--- src/hdl/cache_bus_pkg.sv ---
package cache_bus_pkg;

    // cpu port operation
    localparam logic op_read  = 1'b0;
    localparam logic op_write = 1'b1;

    // cpu port access size
    localparam logic size_byte = 1'b0;
    localparam logic size_word = 1'b1;

    localparam int words_per_line = 2; // memory words per cache line

endpackage

--- src/hdl/cache_geom_pkg.sv ---
package cache_geom_pkg;

    localparam int tag_bits    = 21;
    localparam int set_bits    = 8;
    localparam int offset_bits = 3;
    localparam int num_sets    = 256;
    localparam int line_bytes  = 8;

    // tag above set above byte offset
    typedef struct packed {
        logic [tag_bits-1:0]    tag;
        logic [set_bits-1:0]    set;
        logic [offset_bits-1:0] offset;
    } addr_fields_t;

    // flat word or split into cache fields
    typedef union packed {
        logic [31:0]  word;
        addr_fields_t fields;
    } cache_addr_t;

    typedef logic [line_bytes*8-1:0] line_data_t; // byte 0 in low bits

endpackage

--- src/hdl/cache_ctrl.sv ---
`timescale 1ns/1ps

module cache_ctrl (
    input  logic                                   clk,
    input  logic                                   rst,
    input  logic                                   cpu_valid,
    input  logic                                   cpu_op,
    input  logic                                   cpu_size,
    input  logic [31:0]                            cpu_addr,
    input  logic [31:0]                            cpu_wdata,
    output logic                                   cpu_ready,
    output logic [31:0]                            cpu_rdata,
    output logic [cache_geom_pkg::set_bits-1:0]    lookup_set,
    input  logic                                   rd_valid,
    input  logic                                   rd_dirty,
    input  logic [cache_geom_pkg::tag_bits-1:0]    rd_tag,
    input  cache_geom_pkg::line_data_t             rd_data,
    output logic                                   wr_word_en,
    output logic                                   wr_byte_en,
    output logic [cache_geom_pkg::offset_bits-1:0] wr_offset,
    output logic [31:0]                            wr_wdata,
    output logic                                   fill_en,
    output logic [cache_geom_pkg::tag_bits-1:0]    fill_tag,
    output cache_geom_pkg::line_data_t             fill_data,
    output logic                                   xfer_start,
    output logic                                   xfer_write,
    output cache_geom_pkg::cache_addr_t            xfer_addr,
    output cache_geom_pkg::line_data_t             xfer_wdata,
    input  logic                                   xfer_done,
    input  cache_geom_pkg::line_data_t             xfer_rdata
);
    import cache_geom_pkg::*;
    import cache_bus_pkg::*;

    typedef enum logic [1:0] {
        st_idle,
        st_compare,
        st_write_back,
        st_allocate
    } state_t;

    state_t state_q;
    state_t state_d;

    cache_addr_t req_addr;
    cache_addr_t victim_addr;
    cache_addr_t fill_addr;
    logic        hit;
    logic        victim_dirty;
    logic        wr_hit;

    assign req_addr   = cpu_addr; // held stable by the requester
    assign lookup_set = req_addr.fields.set;

    assign hit          = rd_valid && (rd_tag == req_addr.fields.tag);
    assign victim_dirty = rd_valid && rd_dirty;

    // line aligned addresses for write-back and fill
    always_comb begin
        victim_addr               = req_addr;
        victim_addr.fields.tag    = rd_tag;
        victim_addr.fields.offset = '0;
        fill_addr                 = req_addr;
        fill_addr.fields.offset   = '0;
    end

    assign wr_hit     = (state_q == st_compare) && hit && (cpu_op == op_write);
    assign wr_word_en = wr_hit && (cpu_size == size_word);
    assign wr_byte_en = wr_hit && (cpu_size == size_byte);
    assign wr_offset  = req_addr.fields.offset;
    assign wr_wdata   = cpu_wdata;

    assign cpu_rdata = rd_data[{req_addr.fields.offset[2], 5'b00000} +: 32];

    assign fill_en    = (state_q == st_allocate) && xfer_done;
    assign fill_tag   = req_addr.fields.tag;
    assign fill_data  = xfer_rdata;
    assign xfer_wdata = rd_data; // victim line for the sequencer to latch

    always_comb begin
        state_d    = state_q;
        cpu_ready  = 1'b0;
        xfer_start = 1'b0;
        xfer_write = 1'b0;
        xfer_addr  = fill_addr;
        case (state_q)
            st_idle: begin
                if (cpu_valid) state_d = st_compare;
            end
            st_compare: begin
                if (hit) begin
                    cpu_ready = 1'b1;
                    state_d   = st_idle;
                end else begin
                    xfer_start = 1'b1;
                    if (victim_dirty) begin
                        xfer_write = 1'b1;
                        xfer_addr  = victim_addr;
                        state_d    = st_write_back;
                    end else begin
                        state_d = st_allocate; // clean victim goes straight to fetch
                    end
                end
            end
            st_write_back: begin
                if (xfer_done) begin
                    xfer_start = 1'b1; // fill follows write-back
                    state_d    = st_allocate;
                end
            end
            st_allocate: begin
                if (xfer_done) state_d = st_compare; // retry now hits
            end
            default: state_d = st_idle;
        endcase
    end

    always_ff @(posedge clk) begin
        if (rst) state_q <= st_idle;
        else     state_q <= state_d;
    end

    // the requester must still be waiting when the answer comes
    a_ready_with_valid: assert property (@(posedge clk) disable iff (rst)
        cpu_ready |-> cpu_valid);

endmodule

--- config.mk ---
export PLATFORM = sky130hd
export DESIGN_NAME = cache_ctrl
export DESIGN_NICKNAME = d
export VERILOG_FILES = /design/src/hdl/cache_bus_pkg.sv /design/src/hdl/cache_geom_pkg.sv /design/src/hdl/cache_ctrl.sv
export SDC_FILE = /design/constraint.sdc
export NUM_CORES = 1
export LEC_CHECK = 0
export BUFFER_PORTS_ARGS = -buffer_cell sky130_fd_sc_hd__buf_2
export CAP_MARGIN = 40
export CORE_AREA = 3 3 189 191
export CTS_CLUSTER_SIZE = 12
export DETAILED_ROUTE_END_ITERATION = 7
export DIE_AREA = 0 0 192 194
export MAX_ROUTING_LAYER = met4
export PLACE_DENSITY = 0.3
export SLEW_MARGIN = 10
export SYNTH_ARGS = -nofsm -noshare
export SYNTH_HDL_FRONTEND = slang
export SYNTH_SLANG_ARGS = --single-unit
--- constraint.sdc ---
create_clock -name clk -period 3.45 [get_ports clk]
set_input_delay 0.69 -clock clk [delete_from_list [all_inputs] [get_ports clk]]
set_output_delay 0.69 -clock clk [all_outputs]
set_load 0.05 [all_outputs]
==> results of run 1 <==
## cell families after synthesis
family                     count (synthesis)
muxes                                     53
other                                      1
adders and majority gates                  4
AOI/OAI and AO/OA                          6
DFF                                        2
xor gates and xnor gates                  21
buffers and inverters                    213
and+or+nand+nor                           34
## per-layer routing
metal / GRT usage
met5: -
met4: 0.0259
met3: 0.0190
met2: 0.0740
met1: 0.0585
## Yosys cell counts, drive strengths merged (2+ instances only)
library cell	instances	share of area
a21oi	2	0.0036
o21ai	2	0.0036
inv	3	0.0040
nand4	7	0.016
dfxtp	2	0.014
mux2	53	0.24
nor4	2	0.0045
nor2b	2	0.0045
ha	4	0.018
and2	2	0.0045
xor2	6	0.019
nand2	8	0.011
buf	209	0.57
xnor2	15	0.047
nor2	5	0.0067
and4	2	0.0063
## through the flow
step	util	setup WS, ns	area, um^2
after global routing	0.0936	0.0263	3210
after global placement	0.0914	0.164	3130
after CTS	0.0936	0.137	3210
after detailed placement	0.0914	0.141	3130
after floorplan	-	0.372	2790
==> impl_metrics.ini, run 1 <==
[floorplanning]
die_h_um = 194
initial_core_util = 0.0812
row_count = 68
die_w_um = 192
ioPinCount = 483

[synth]
synth_mux_area_frac = 0.240
async_flop_share = 0
synth_ff_type = dfxtp_1
syn_area_mm2 = 0.00279
synthCells = 334
ys_seq_area_frac = 0.0144
yosys_register_bits = 2
yosys.area_share.simple = 0.0723
avgSynthCellArea_um2 = 8.34
synth_compound_area_frac = 0.0130
synth_cell_types = 30
synth-edff-count = 0
synth_fa_ha_area_frac = 0.0180
synth_top_family_by_area = buffers and inverters
synth-xor-area-share = 0.0660
yosysWarnings = 0

[run_status]
status = aborted with a tool error
flow.stopped_at = detailed routing
firstError = [ERROR DRT-0255] Maze Route cannot find path of net cpu_wdata[1] in worker of routeBox ( 144900 96600 ) ( 192000 144900 ).

[clock_tree]
htreeDepth = 1
root_buffer = clkbuf_16
cts.sinks = 2
cts_buffers = 3
cts_resized = 0
cts_hold_buf = 0
cts_max_path_buffers = 2
post-cts-setup-buffers = 0

[place]
placed_cells = 845
dp_hpwl_um = 9360
io_buffers = 259
gp_congestion = 0.785

[global_route]
grt_pass1_wl_um = 13800
grt_pass1_vias = 2163
grt_start_max_net_pins = 34
overflow = 0
antenna_found_initial = 0
track_usage = 0.0500
==> inputs of run 2 (changes only) <==
--- a/config.mk
+++ b/config.mk
@@ -8,11 +8,9 @@
 export BUFFER_PORTS_ARGS = -buffer_cell sky130_fd_sc_hd__buf_2
 export CAP_MARGIN = 40
 export CORE_AREA = 3 3 189 191
-export CTS_CLUSTER_SIZE = 12
 export DETAILED_ROUTE_END_ITERATION = 7
 export DIE_AREA = 0 0 192 194
-export MAX_ROUTING_LAYER = met4
-export PLACE_DENSITY = 0.3
+export PLACE_DENSITY_LB_ADDON = 0.15
 export SLEW_MARGIN = 10
 export SYNTH_ARGS = -nofsm -noshare
 export SYNTH_HDL_FRONTEND = slang
==> impl_metrics.ini, run 2 <==
[global_route]
busiest_layer = met2
met2_usage = 0.0908
overflow = 0
track_usage = 0.0463
antenna_found_initial = 1
use_met3 = 0.0154
grt_pass1_vias = 2155
grt_util_met1 = 0.0415
grt_pass1_wl_um = 13100
grt_start_max_net_pins = 23

[clock_tree]
root_buffer = clkbuf_16
cts_buffers = 3
htreeDepth = 1
cts.sinks = 2
cts_resized = 0
cts_max_path_buffers = 2
insertion_delay_ns = 0.22
cts_tree = yes
cts_hold_buf = 0
path_clk_slew_ns = 0.03
post-cts-setup-buffers = 0

[final_layout]
multiInputGateArea_mm2 = 0.00115
reg_top3 = state_q (2)
drive_above_1_share = 0.820
area_delta_synth_final_pct = 15.7
regArea_um2 = 40.0
final_cell_mix = buf_2 (258), mux2_2 (34), mux2_4 (19), xnor2_1 (15), nand2_1 (8)
largest_reg_flops = 2
layout_commonest_cell = buf_2
final_cell_area_mm2 = 0.00322
antenna_cells = 0
nets = 622
n_fill_cell = 4038
regMostFlops = state_q

[pwr]
totalPowerFinal_w = 0.00117
p_leak_nw = 1.56
p_sw_w = 0.000706
comb_power_share = 0.810
pwr-share-seq = 0.040
clock_power_share = 0.150
vdd_drop_max_mv = 0.166
swShare = 0.604
cellInternalPower_w = 0.000463
power_density_mw_per_mm2 = 363

[drt]
avgRoutedWirePerCell_um = 11.8
firstDrtPassIters = 3
routed_wl_um = 10000
viasPerCell = 2.58
first_iter_violations = 21
vias = 2197
drtAntennaViolNets = 0
drc = 0

[place]
gp_congestion = 0.612
io_buffers = 259
place_area_mm2 = 0.00315
dp_hpwl_um = 9340

[floorplanning]
ioPinCount = 483
initial_core_util = 0.0812
die_w_um = 192
die_h_um = 194
row_count = 68
dieArea_mm2 = 0.0372
core_area_mm2 = 0.0343

[sta]
drv_slew = 0
fin_skew_ns = 0.00191
rsz0062_at_grt = no
setup_violations = 0
max_freq_ghz = 0.309
tns_ns = 0
min_period_ns = 3.24
period_share = 0.939
hold_viol = 0

[synth]
avgSynthCellArea_um2 = 8.34
synthCells = 334
yosysWarnings = 0
yosys_register_bits = 2
async_flop_share = 0
ys_seq_area_frac = 0.0144
synth-edff-count = 0
synth_cell_types = 30
synth_top_area_cell = buf_4
synth_ff_type = dfxtp_1
synth_area_leaders = buf_4 (55%), mux2_2 (14%), mux2_4 (10%)
yosys-top-cells-count = buf_4 (203), mux2_2 (34), mux2_4 (19)
post-synth-top-count-cell = buf_4
syn_area_mm2 = 0.00279
synthDominantCellAreaShare = 0.547

[setup_path]
critPathKind = input port to output port
critPathRequiredTime_ns = 2.76
worstPathMaxFanout = 22
worst_ep_arrival_time_ns = 2.55
worstSetupStartpointType = input port
cp-end-kind = output port

[min_path]
holdCritPathClass = register to register

[job]
drv_cap = 0

[run_status]
status = finished clean
run 2: kinds of logic (layout without fill, tap and decap cells):
group	Yosys count	in the layout	share of synthesized area
adders and majority gates	4	4	0.0180
DFF	2	2	0.0144
AOI/OAI and AO/OA	6	6	0.0130
other	1	3	0.00135
and+or+nand+nor	34	34	0.0723
buffers and inverters	213	272	0.575
muxes	53	53	0.240
xor gates and xnor gates	21	21	0.0660
run 2: worst max-delay path: stages:
cell      delay, ns
buf_2          0.12
xor2_1         0.32
and4bb_2       0.27
nand4_1        0.10
and4_1         0.25
buf_12         0.22
mux2_2         0.35
buf_2          0.21
run 2: path summary, 6_finish.rpt:
path | from | end | slack [ns] | depth (start not counted)
max | cpu_addr[15] | xfer_addr[31] | 0.21 | 8
max reg2reg | state_q[0] | state_q[0] | 1.84 | 7
min | state_q[0] | state_q[0] | 0.59 | 2
min reg2reg | state_q[0] | state_q[0] | 0.59 | 2
run 2: per-stage QoR:
stage                     hold WS, ns    util  setup WS (ns)  std cells
after floorplan                 0.552       -          0.372        336
after global routing            0.654  0.0940         0.0427        850
final                           0.594  0.0940          0.211        850
after global placement          0.614  0.0918          0.153        847
after CTS                       0.604  0.0940          0.153        850
after detailed placement        0.602  0.0918          0.155        847
run 2: power by group through the flow:
stage | registers (W) | clock network, W | logic (W)
2_1_floorplan | 0.0000434 | 0 | 0.00114
3_3_place_gp | 0.0000504 | 0 | 0.000978
3_5_place_dp | 0.0000477 | 0 | 0.000959
4_1_cts | 0.0000475 | 0.000180 | 0.000963
5_1_grt | 0.0000497 | 0.000183 | 0.00101
6_report | 0.0000466 | 0.000176 | 0.000946
run 2: routing by layer:
metal  vias to the layer above  wire length, um
li1                       1004                -
met1                       943             3030
met2                       206             5220
met3                        44             1340
met4                         0              439
met5                         -                0
run 2: layout make-up:
type	count	share of cell area
repair buffers	266	0.427
multi-input cells	121	0.357
well taps	455	0.177
clock buffers	3	0.0233
flip-flops and latches	2	0.0124
inverters	3	0.00349
Power figures use the tool's default switching activity.
