[src/hdl/cache_bus_pkg.sv]
package cache_bus_pkg;

    // cpu port operation
    localparam logic op_read  = 1'b0;
    localparam logic op_write = 1'b1;

    // cpu port access size
    localparam logic size_byte = 1'b0;
    localparam logic size_word = 1'b1;

    localparam int words_per_line = 2; // memory words per cache line

endpackage

[src/hdl/cache_geom_pkg.sv]
package cache_geom_pkg;

    localparam int tag_bits    = 21;
    localparam int set_bits    = 8;
    localparam int offset_bits = 3;
    localparam int num_sets    = 256;
    localparam int line_bytes  = 8;

    // tag above set above byte offset
    typedef struct packed {
        logic [tag_bits-1:0]    tag;
        logic [set_bits-1:0]    set;
        logic [offset_bits-1:0] offset;
    } addr_fields_t;

    // flat word or split into cache fields
    typedef union packed {
        logic [31:0]  word;
        addr_fields_t fields;
    } cache_addr_t;

    typedef logic [line_bytes*8-1:0] line_data_t; // byte 0 in low bits

endpackage

[src/hdl/mem_line_seq.sv]
`timescale 1ns/1ps

module mem_line_seq (
    input  logic                        clk,
    input  logic                        rst,
    input  logic                        xfer_start,
    input  logic                        xfer_write,
    input  cache_geom_pkg::cache_addr_t xfer_addr,
    input  cache_geom_pkg::line_data_t  xfer_wdata,
    output logic                        xfer_done,
    output cache_geom_pkg::line_data_t  xfer_rdata,
    output logic                        mem_valid,
    output logic                        mem_write,
    output logic [31:0]                 mem_addr,
    output logic [31:0]                 mem_wdata,
    input  logic                        mem_ready,
    input  logic [31:0]                 mem_rdata
);
    import cache_geom_pkg::*;
    import cache_bus_pkg::*;

    logic        busy_q;
    logic        done_q;
    logic        write_q;
    logic        idx_q;     // word within the line
    logic        last_word;
    cache_addr_t line_q;
    cache_addr_t word_addr;
    line_data_t  wdata_q;
    line_data_t  rdata_q;

    assign last_word = (int'(idx_q) == words_per_line - 1);

    always_comb begin
        word_addr               = line_q;
        word_addr.fields.offset = {idx_q, 2'b00};
    end

    assign mem_valid  = busy_q;
    assign mem_write  = write_q;
    assign mem_addr   = word_addr.word;
    assign mem_wdata  = wdata_q[{idx_q, 5'b00000} +: 32];
    assign xfer_done  = done_q;
    assign xfer_rdata = rdata_q;

    always_ff @(posedge clk) begin
        if (rst) begin
            busy_q  <= 1'b0;
            done_q  <= 1'b0;
            write_q <= 1'b0;
            idx_q   <= 1'b0;
        end else begin
            done_q <= 1'b0;
            if (xfer_start) begin
                busy_q  <= 1'b1;
                write_q <= xfer_write;
                idx_q   <= 1'b0; // low word first
            end else if (busy_q && mem_ready) begin
                if (last_word) begin
                    busy_q <= 1'b0;
                    done_q <= 1'b1;
                end else begin
                    idx_q <= idx_q + 1'b1;
                end
            end
        end
    end

    always_ff @(posedge clk) begin
        if (xfer_start) begin
            line_q  <= xfer_addr;
            wdata_q <= xfer_wdata;
        end
        if (busy_q && mem_ready && !write_q) begin
            rdata_q[{idx_q, 5'b00000} +: 32] <= mem_rdata; // gather fill words
        end
    end

    a_req_stable: assert property (@(posedge clk) disable iff (rst)
        mem_valid && !mem_ready |=> mem_valid && $stable(mem_write)
            && $stable(mem_addr) && $stable(mem_wdata));

    // controller waits for xfer_done before the next strobe
    a_no_start_busy: assert property (@(posedge clk) disable iff (rst)
        xfer_start |-> !busy_q);

endmodule

[config.mk]
export PLATFORM = sky130hd
export DESIGN_NAME = mem_line_seq
export DESIGN_NICKNAME = d
export VERILOG_FILES = /design/src/hdl/cache_bus_pkg.sv /design/src/hdl/cache_geom_pkg.sv /design/src/hdl/mem_line_seq.sv
export SDC_FILE = /design/constraint.sdc
export NUM_CORES = 1
export LEC_CHECK = 0
export ABC_CLOCK_PERIOD_IN_PS = 7400
export BUFFER_PORTS_ARGS = -buffer_cell sky130_fd_sc_hd__buf_2
export CORE_UTILIZATION = 50
export DETAILED_ROUTE_END_ITERATION = 12
export GPL_TIMING_DRIVEN = 0
export MAX_ROUTING_LAYER = met4
export PLACE_DENSITY = 0.84
export SLEW_MARGIN = 25
export SYNTH_ARGS = -nofsm -noshare
export SYNTH_HDL_FRONTEND = slang
export SYNTH_SLANG_ARGS = --single-unit
[constraint.sdc]
create_clock -name clk -period 7.4 [get_ports clk]
set_input_delay 1.48 -clock clk [delete_from_list [all_inputs] [get_ports clk]]
set_output_delay 1.48 -clock clk [all_outputs]
set_load 0.05 [all_outputs]
==> impl_results.md, run 1 <==
* Post-cts repair resize count at 0
* Leak Pwr at 3.520 nW
* Initial core utilization at 0.5152
* Gr usage total at 0.2236
* Post-place setup slack at roughly 4.3 ns
* # rows at 39
* Most frequent CP cell: buf_6
* Pre-antenna DRT Iters at 4
* Hold_ws at between 0.5 and 0.6 ns
* Fraction of the mapped netlist area in simple logic gates at 0.07486
* Post-synth top area share at 0.8014
* WL final at 12,950 µm
* Critical path buffers and inverters at 3
* Final setup fails at 0
* Root Buffer: clkbuf_16
* Layout cell share with drive strength beyond 1 at 0.5879
* # IOs at 264
* Drt first-iter violations at roughly 130
* CTS tree: yes
* Total core area at between 10,000 and 15,000 µm²
* Gp weighted congestion at between 0.7 and 0.8
* GR Overflow Total at 0
* Hold Crit Class: reg2reg
* Num CTS Buffers at 17
* Via density at 4.842
* Syn Area/Cell at just over 20 µm²
* Die ar. at about 12,000 µm²
* CP required at 5.92 ns
* Sequential share of power at 0.475
* First-pass GRT wire length at 19,740 µm
* Setup TNS at 0 ns
* CP endpoint kind: primary output
* Synth warn at 0
* Part of the power in the clock network at 0.403
* Cell Area, Synth at about 5900 µm²
* Placed Cells at ~690
* Mux cell area share after synthesis at 0.08337
* Critical path fanouts, max at 10
* Vias post-DR at 3,501
* Unrepaired setup endpoints after global routing: false
* Worst EP arrival at approximately 1.7 ns
* Psw at between 0.5 and 0.6 mW
* Sw Share at 0.2434
* Tmin final at roughly 3.1 ns
* H-tree depth at 4
* Post-CTS Hold Buffers at 0
* Die width at 110.5 µm
* Inserted Diodes at 0
* Critical Path, Cell by Cell: buf_6 -> buf_6 -> mux2_4 -> buf_2
* Vias in the first global route at roughly 3.8k
* FF+latch count, synth at between 150 and 200
* Worst setup margin at about 4.3 ns
* Initial antenna violation count at 0
* Fin. max-slew vios at 0
* Combinational share of power at 0.121
* Drt wl/cell at ~18 µm
* Synth top area cells: edfxtp_1 80%, mux2_4 8.2%, and2_1 3.4%
* Non-Filler Instances at 723
* Number of fill cells at approximately 760
* Combinational family with the most area after synthesis: multiplexers
* Adder-cell share of the synthesized area at 0
* Drc violations at 0
* Sequential element share of the synthesized area at 0.8150
* Synth Area in Compound Gates at 0.002339
* Max frequency at around 320 MHz
* Setup Buffers After CTS at 0
* Synthesis-to-finish area growth at 37.20%
* Clk slew on worst S/H paths at around 0.06 ns
* Tcrit/Tclk final at 0.4249
* Maximum vdd drop at between 0.15 and 0.2 mV
* CP max stage cell: dfxtp_1
* Synth Instances at 284
* Cell taking the most area after synthesis: edfxtp_1
* Final Net Count at approximately 700
* Largest net degree at the start of global routing at 66
* Skew final at 0.01315 ns
* Post-synthesis xor/xnor area fraction at 0
* PwrDens at 278.9 nW/µm²
* Clk buf depth at 2
* Clock Latency Late Sink at 0.41 ns
* Yosys cell types at 20
* Total power at between 2 and 2.5 mW
* Top Family by Delay on Critical Path: buffers and inverters
* Status: finished clean
* Post-route ant nets at 0
* Final hold vios at 0
* Setup CP Type: reg2out
* Power Internal at 1.703 mW
* Post-DP HPWL at ~9500 µm
* Port bufs at 258
* CP max stage delay at between 0.3 and 0.4 ns
* CTS sink cnt at 161
* MaxCap Viol Count at 0
* Worst Setup Start Kind: flop
* Die H at roughly 110 µm
## final timing paths
| check | endpoint | cells past startpoint | start | slack (ns) |
|---|---|---|---|---|
| max | mem_wdata[31] | 4 | idx_q$_SDFFE_PP0P_ | 4.26 |
| min | mem_valid$_SDFFE_PP0P_ | 2 | mem_valid$_SDFFE_PP0P_ | 0.54 |
| max reg2reg | xfer_rdata[22]$_DFFE_PP_ | 7 | idx_q$_SDFFE_PP0P_ | 5.17 |
| min reg2reg | mem_valid$_SDFFE_PP0P_ | 2 | mem_valid$_SDFFE_PP0P_ | 0.54 |
## cells in the final DEF, fill, tap and decap left out, types with 2 or more instances in the layout
| master | count |
|---|---|
| inv_6 | 2 |
| clkbuf_16 | 17 |
| and2_1 | 32 |
| dfxtp_1 | 4 |
| nor2_1 | 2 |
| buf_2 | 261 |
| nor2b_1 | 32 |
| buf_4 | 9 |
| bufinv_16 | 4 |
| buf_12 | 3 |
| clkinv_2 | 2 |
| conb_1 | 2 |
| clkbuf_1 | 2 |
| mux2_4 | 32 |
| clkinv_4 | 3 |
| edfxtp_1 | 157 |
| buf_6 | 2 |
| nor3_2 | 2 |
| buf_16 | 2 |
## metrics by stage
stage | utilization | area [µm²]
after floorplan | - | 5887
after global placement | 0.6443 | 7357
after detailed placement | 0.6531 | 7457
after CTS | 0.7069 | 8071
after global routing | 0.7069 | 8071
final | 0.7069 | 8071
## sequential cells by signal, indices dropped and copies added (netlist names)
signal	flops
xfer_done	1
idx_q	1
mem_valid	1
xfer_rdata	64
line_q	29
mem_write	1
wdata_q	64
## cells in the mapped netlist, drive strengths merged
cell type,n
a21oi,1
a311oi,1
and2,32
buf,13
clkbuf,1
conb,1
dfxtp,4
edfxtp,157
inv,1
mux2,32
mux2i,1
nand2,1
nand3,1
nor2,3
nor2b,32
nor3,3
## final cells by class
class / instances / area, µm² / area share
Clock inverter: 13 / 185.2 / 0.02294
Sequential cell: 161 / 4795 / 0.5940
Tap cell: 143 / 178.9 / 0.02217
Timing Repair Buffer: 264 / 1379 / 0.1708
Inverter: 1 / 3.754 / 0.0004650
Clock buffer: 18 / 429.2 / 0.05317
Multi-Input combinational cell: 109 / 964.7 / 0.1195
Buffer: 14 / 136.4 / 0.01690
## power by group through the flow
stage	Clock (mW)	Combinational, mW	Sequential, mW
2_1_floorplan	0	0.111	1.16
3_3_place_gp	0	0.264	1.09
3_5_place_dp	0	0.274	1.09
4_1_cts	0.919	0.276	1.07
5_1_grt	0.957	0.285	1.07
6_report	0.908	0.273	1.07
## layer usage
layer	vias to the layer above	global-route usage	share of wire	wire [µm]
li1	1621	-	-	-
met1	1710	0.2466	0.38	4984
met2	152	0.3921	0.55	7123
met3	18	0.04885	0.048	622
met4	0	0.09156	0.017	223
met5	-	-	0	0
## cell families after synthesis
family / Yosys count
DFF: 161
buffers and inverters: 15
muxes: 33
AOI/OAI and AO/OA: 2
and+or+nand+nor: 72
other: 1
## tightest hold or removal path: stages, from the launching register on
cell	delay (ns)
dfxtp_1	0.35
nor2_1	0.10
a311oi_1	0.05
(Power assumes the default switching activity.)
==> inputs of run 2 (changes only) <==
- ABC_CLOCK_PERIOD_IN_PS: 7400 -> 3100
- CORE_UTILIZATION: 50 -> 47
- PLACE_DENSITY: 0.84 -> 0.8
- clock period: 7.4 -> 3.1 ns (I/O delays scaled with it)
==> impl_results.md, run 2 (same netlist as run 1, synthesis figures left out) <==
* Status: finished clean
* Port bufs at 258 (unchanged)
* Layout cell share with drive strength beyond 1 at 0.5889 (+0.001015)
* # IOs at 264 (unchanged)
* Post-CTS Hold Buffers at 0 (unchanged)
* Final Net Count at 699 (-0.29%)
* CP endpoint kind: primary output
* Drt first-iter violations at 181 (+41%)
* Via density at 4.653 (-3.9%)
* Worst Setup Start Kind: flop
* Die width at 113.9 µm (+3.1%)
* Most common cell after layout, fill and taps aside: buf_2
* Clk slew on worst S/H paths at 0.06 ns (about the same)
* Final Instance Area at 8115 µm² (+0.54%)
* Gp weighted congestion at 0.8061 (+1.5%)
* Setup Buffers After CTS at 0 (unchanged)
* CP required at 2.48 ns (-3.44 ns)
* Drc violations at 0 (unchanged)
* WL final at 12,410 µm (-4.2%)
* Post-place setup slack at 1.144 ns (-3.164 ns)
* Vias in the first global route at 3,567 (-6.4%)
* Die H at 113.9 µm (+3.1%)
* # rows at 40 (+2.6%)
* MaxCap Viol Count at 0 (unchanged)
* Worst EP arrival at 1.67 ns (about the same)
* Post-route ant nets at 0 (unchanged)
* Maximum vdd drop at 0.5439 mV (+180%)
* PwrDens at 660.1 nW/µm² (+140%)
* Post-cts repair resize count at 0 (unchanged)
* Clk buf depth at 2 (unchanged)
* Inserted Diodes at 0 (unchanged)
* Initial core utilization at 0.4857 (-0.02949)
* Total core area at 12,110 µm² (+6.1%)
* Tmin final at around 2.3 ns
* Root Buffer: clkbuf_16
* Least-Margin Pin Slew at between 0.6 and 0.7 ns
* Leak Pwr at 3.511 nW (-0.25%)
* Final setup fails at 0 (unchanged)
* R2R setup slack at 1.18 ns (-3.99 ns)
* Initial antenna violation count at 0 (unchanged)
* CTS tree: yes
* Synthesis-to-finish area growth at 37.94%
* Setup TNS at 0 ns (unchanged)
* Num CTS Buffers at 17 (unchanged)
* Placed Cells at 715 (+3.3%)
* GR Overflow Total at 0 (unchanged)
* Skew final at 0.006499 ns (-0.006652 ns)
* Pre-antenna DRT Iters at 4 (unchanged)
* Unrepaired setup endpoints after global routing: false
* Worst r2r path cells at 5 (-2)
* Post-DP HPWL at 9112 µm (-4.6%)
* Most frequent cells in the layout: 261 x buf_2, 157 x edfxtp_1, 32 x and2_1, 32 x nor2b_1, 32 x mux2_4
* Worst setup margin at 0.8055 ns (-3.450 ns)
* Setup CP Type: reg2out
* Vias post-DR at 3,476 (-0.71%)
* Critical path fanouts, max at 10 (unchanged)
* Hold Crit Class: in2reg
* Final hold vios at 0 (unchanged)
* Clock Latency Late Sink at 0.42 ns (about the same)
* Non-Filler Instances at 747 (+3.3%)
* CTS sink cnt at 161 (unchanged)
* Slew margin rel. at 0.5976
* First-pass GRT wire length at 18,010 µm (-8.8%)
* Die ar. at 12,970 µm² (+6.3%)
* Max frequency at roughly 440 MHz
* Post-place instance area at 7491 µm² (+0.45%)
* H-tree depth at 4 (unchanged)
* Gr usage total at 0.2014 (-0.02222)
* Min-Delay Path Depth at 1 (-1)
* Tcrit/Tclk final at 0.7402
* Drt wl/cell at 16.61 µm (-7.3%)
* Largest net degree at the start of global routing at 65 (-1.5%)
* Fin. max-slew vios at 0 (unchanged)
==> run 2: changes by cell type in the layout (fill, tap and decap cells not counted) <==
cell,delta
buf_4,-4
clkbuf_8,+3
buf_6,+1
buf_8,+1
bufinv_16,-1
clkinv_1,-1
clkinv_2,-1
clkinvlp_4,+1
nor3_2,-1
nor3_4,+1
==> run 2: metal layers <==
metal | GRT usage | vias to the layer above | wire (µm)
li1 | - | 1616 | -
met1 | 0.2068 | 1671 | 4630
met2 | 0.3374 | 164 | 6593
met3 | 0.07386 | 25 | 864
met4 | 0.1065 | 0 | 322
met5 | - | - | 0
==> run 2: metrics by stage <==
stage          hold slack (ns)    util  total power, mW
2_1_floorplan           0.6890       -            3.030
3_3_place_gp            0.5045  0.6104            3.224
3_5_place_dp            0.5456  0.6185            3.252
4_1_cts                 0.3439  0.6700            5.410
5_1_grt                 0.3414  0.6700            5.515
6_report                0.3695  0.6700            5.357
==> run 2: worst paths after layout <==
kind	to	startpoint
hold / removal	wdata_q[2]$_DFFE_PP_	xfer_wdata[2]
hold reg to reg	mem_valid$_SDFFE_PP0P_	mem_valid$_SDFFE_PP0P_
setup / recovery	mem_wdata[30]	idx_q$_SDFFE_PP0P_
setup reg to reg	xfer_rdata[54]$_DFFE_PP_	idx_q$_SDFFE_PP0P_
==> run 2: final cells by class <==
| type | instances | area (µm²) |
|---|---|---|
| repair buffers | 262 | 1375 |
| clock buffers | 21 | 470.5 |
| well taps | 168 | 210.2 |
| multi-input cells | 109 | 970.9 |
| plain buffers | 14 | 136.4 |
| clock inverters | 11 | 153.9 |
| fillers | 862 | 3996 |
| flip-flops and latches | 161 | 4795 |
| inverters | 1 | 3.754 |
==> run 2: worst max-delay path: stages, from the launching register on <==
cell	delay, ns
dfxtp_1	0.35
buf_6	0.18
buf_6	0.17
mux2_4	0.33
buf_2	0.22
==> run 2: where the power goes <==
group | switching (mW) | leakage, nW | internal [mW] | total [mW]
clock | 0.817 | 0.300 | 1.34 | 2.16
combinational | 0.450 | 1.62 | 0.200 | 0.650
sequential | 0.0330 | 1.59 | 2.52 | 2.55
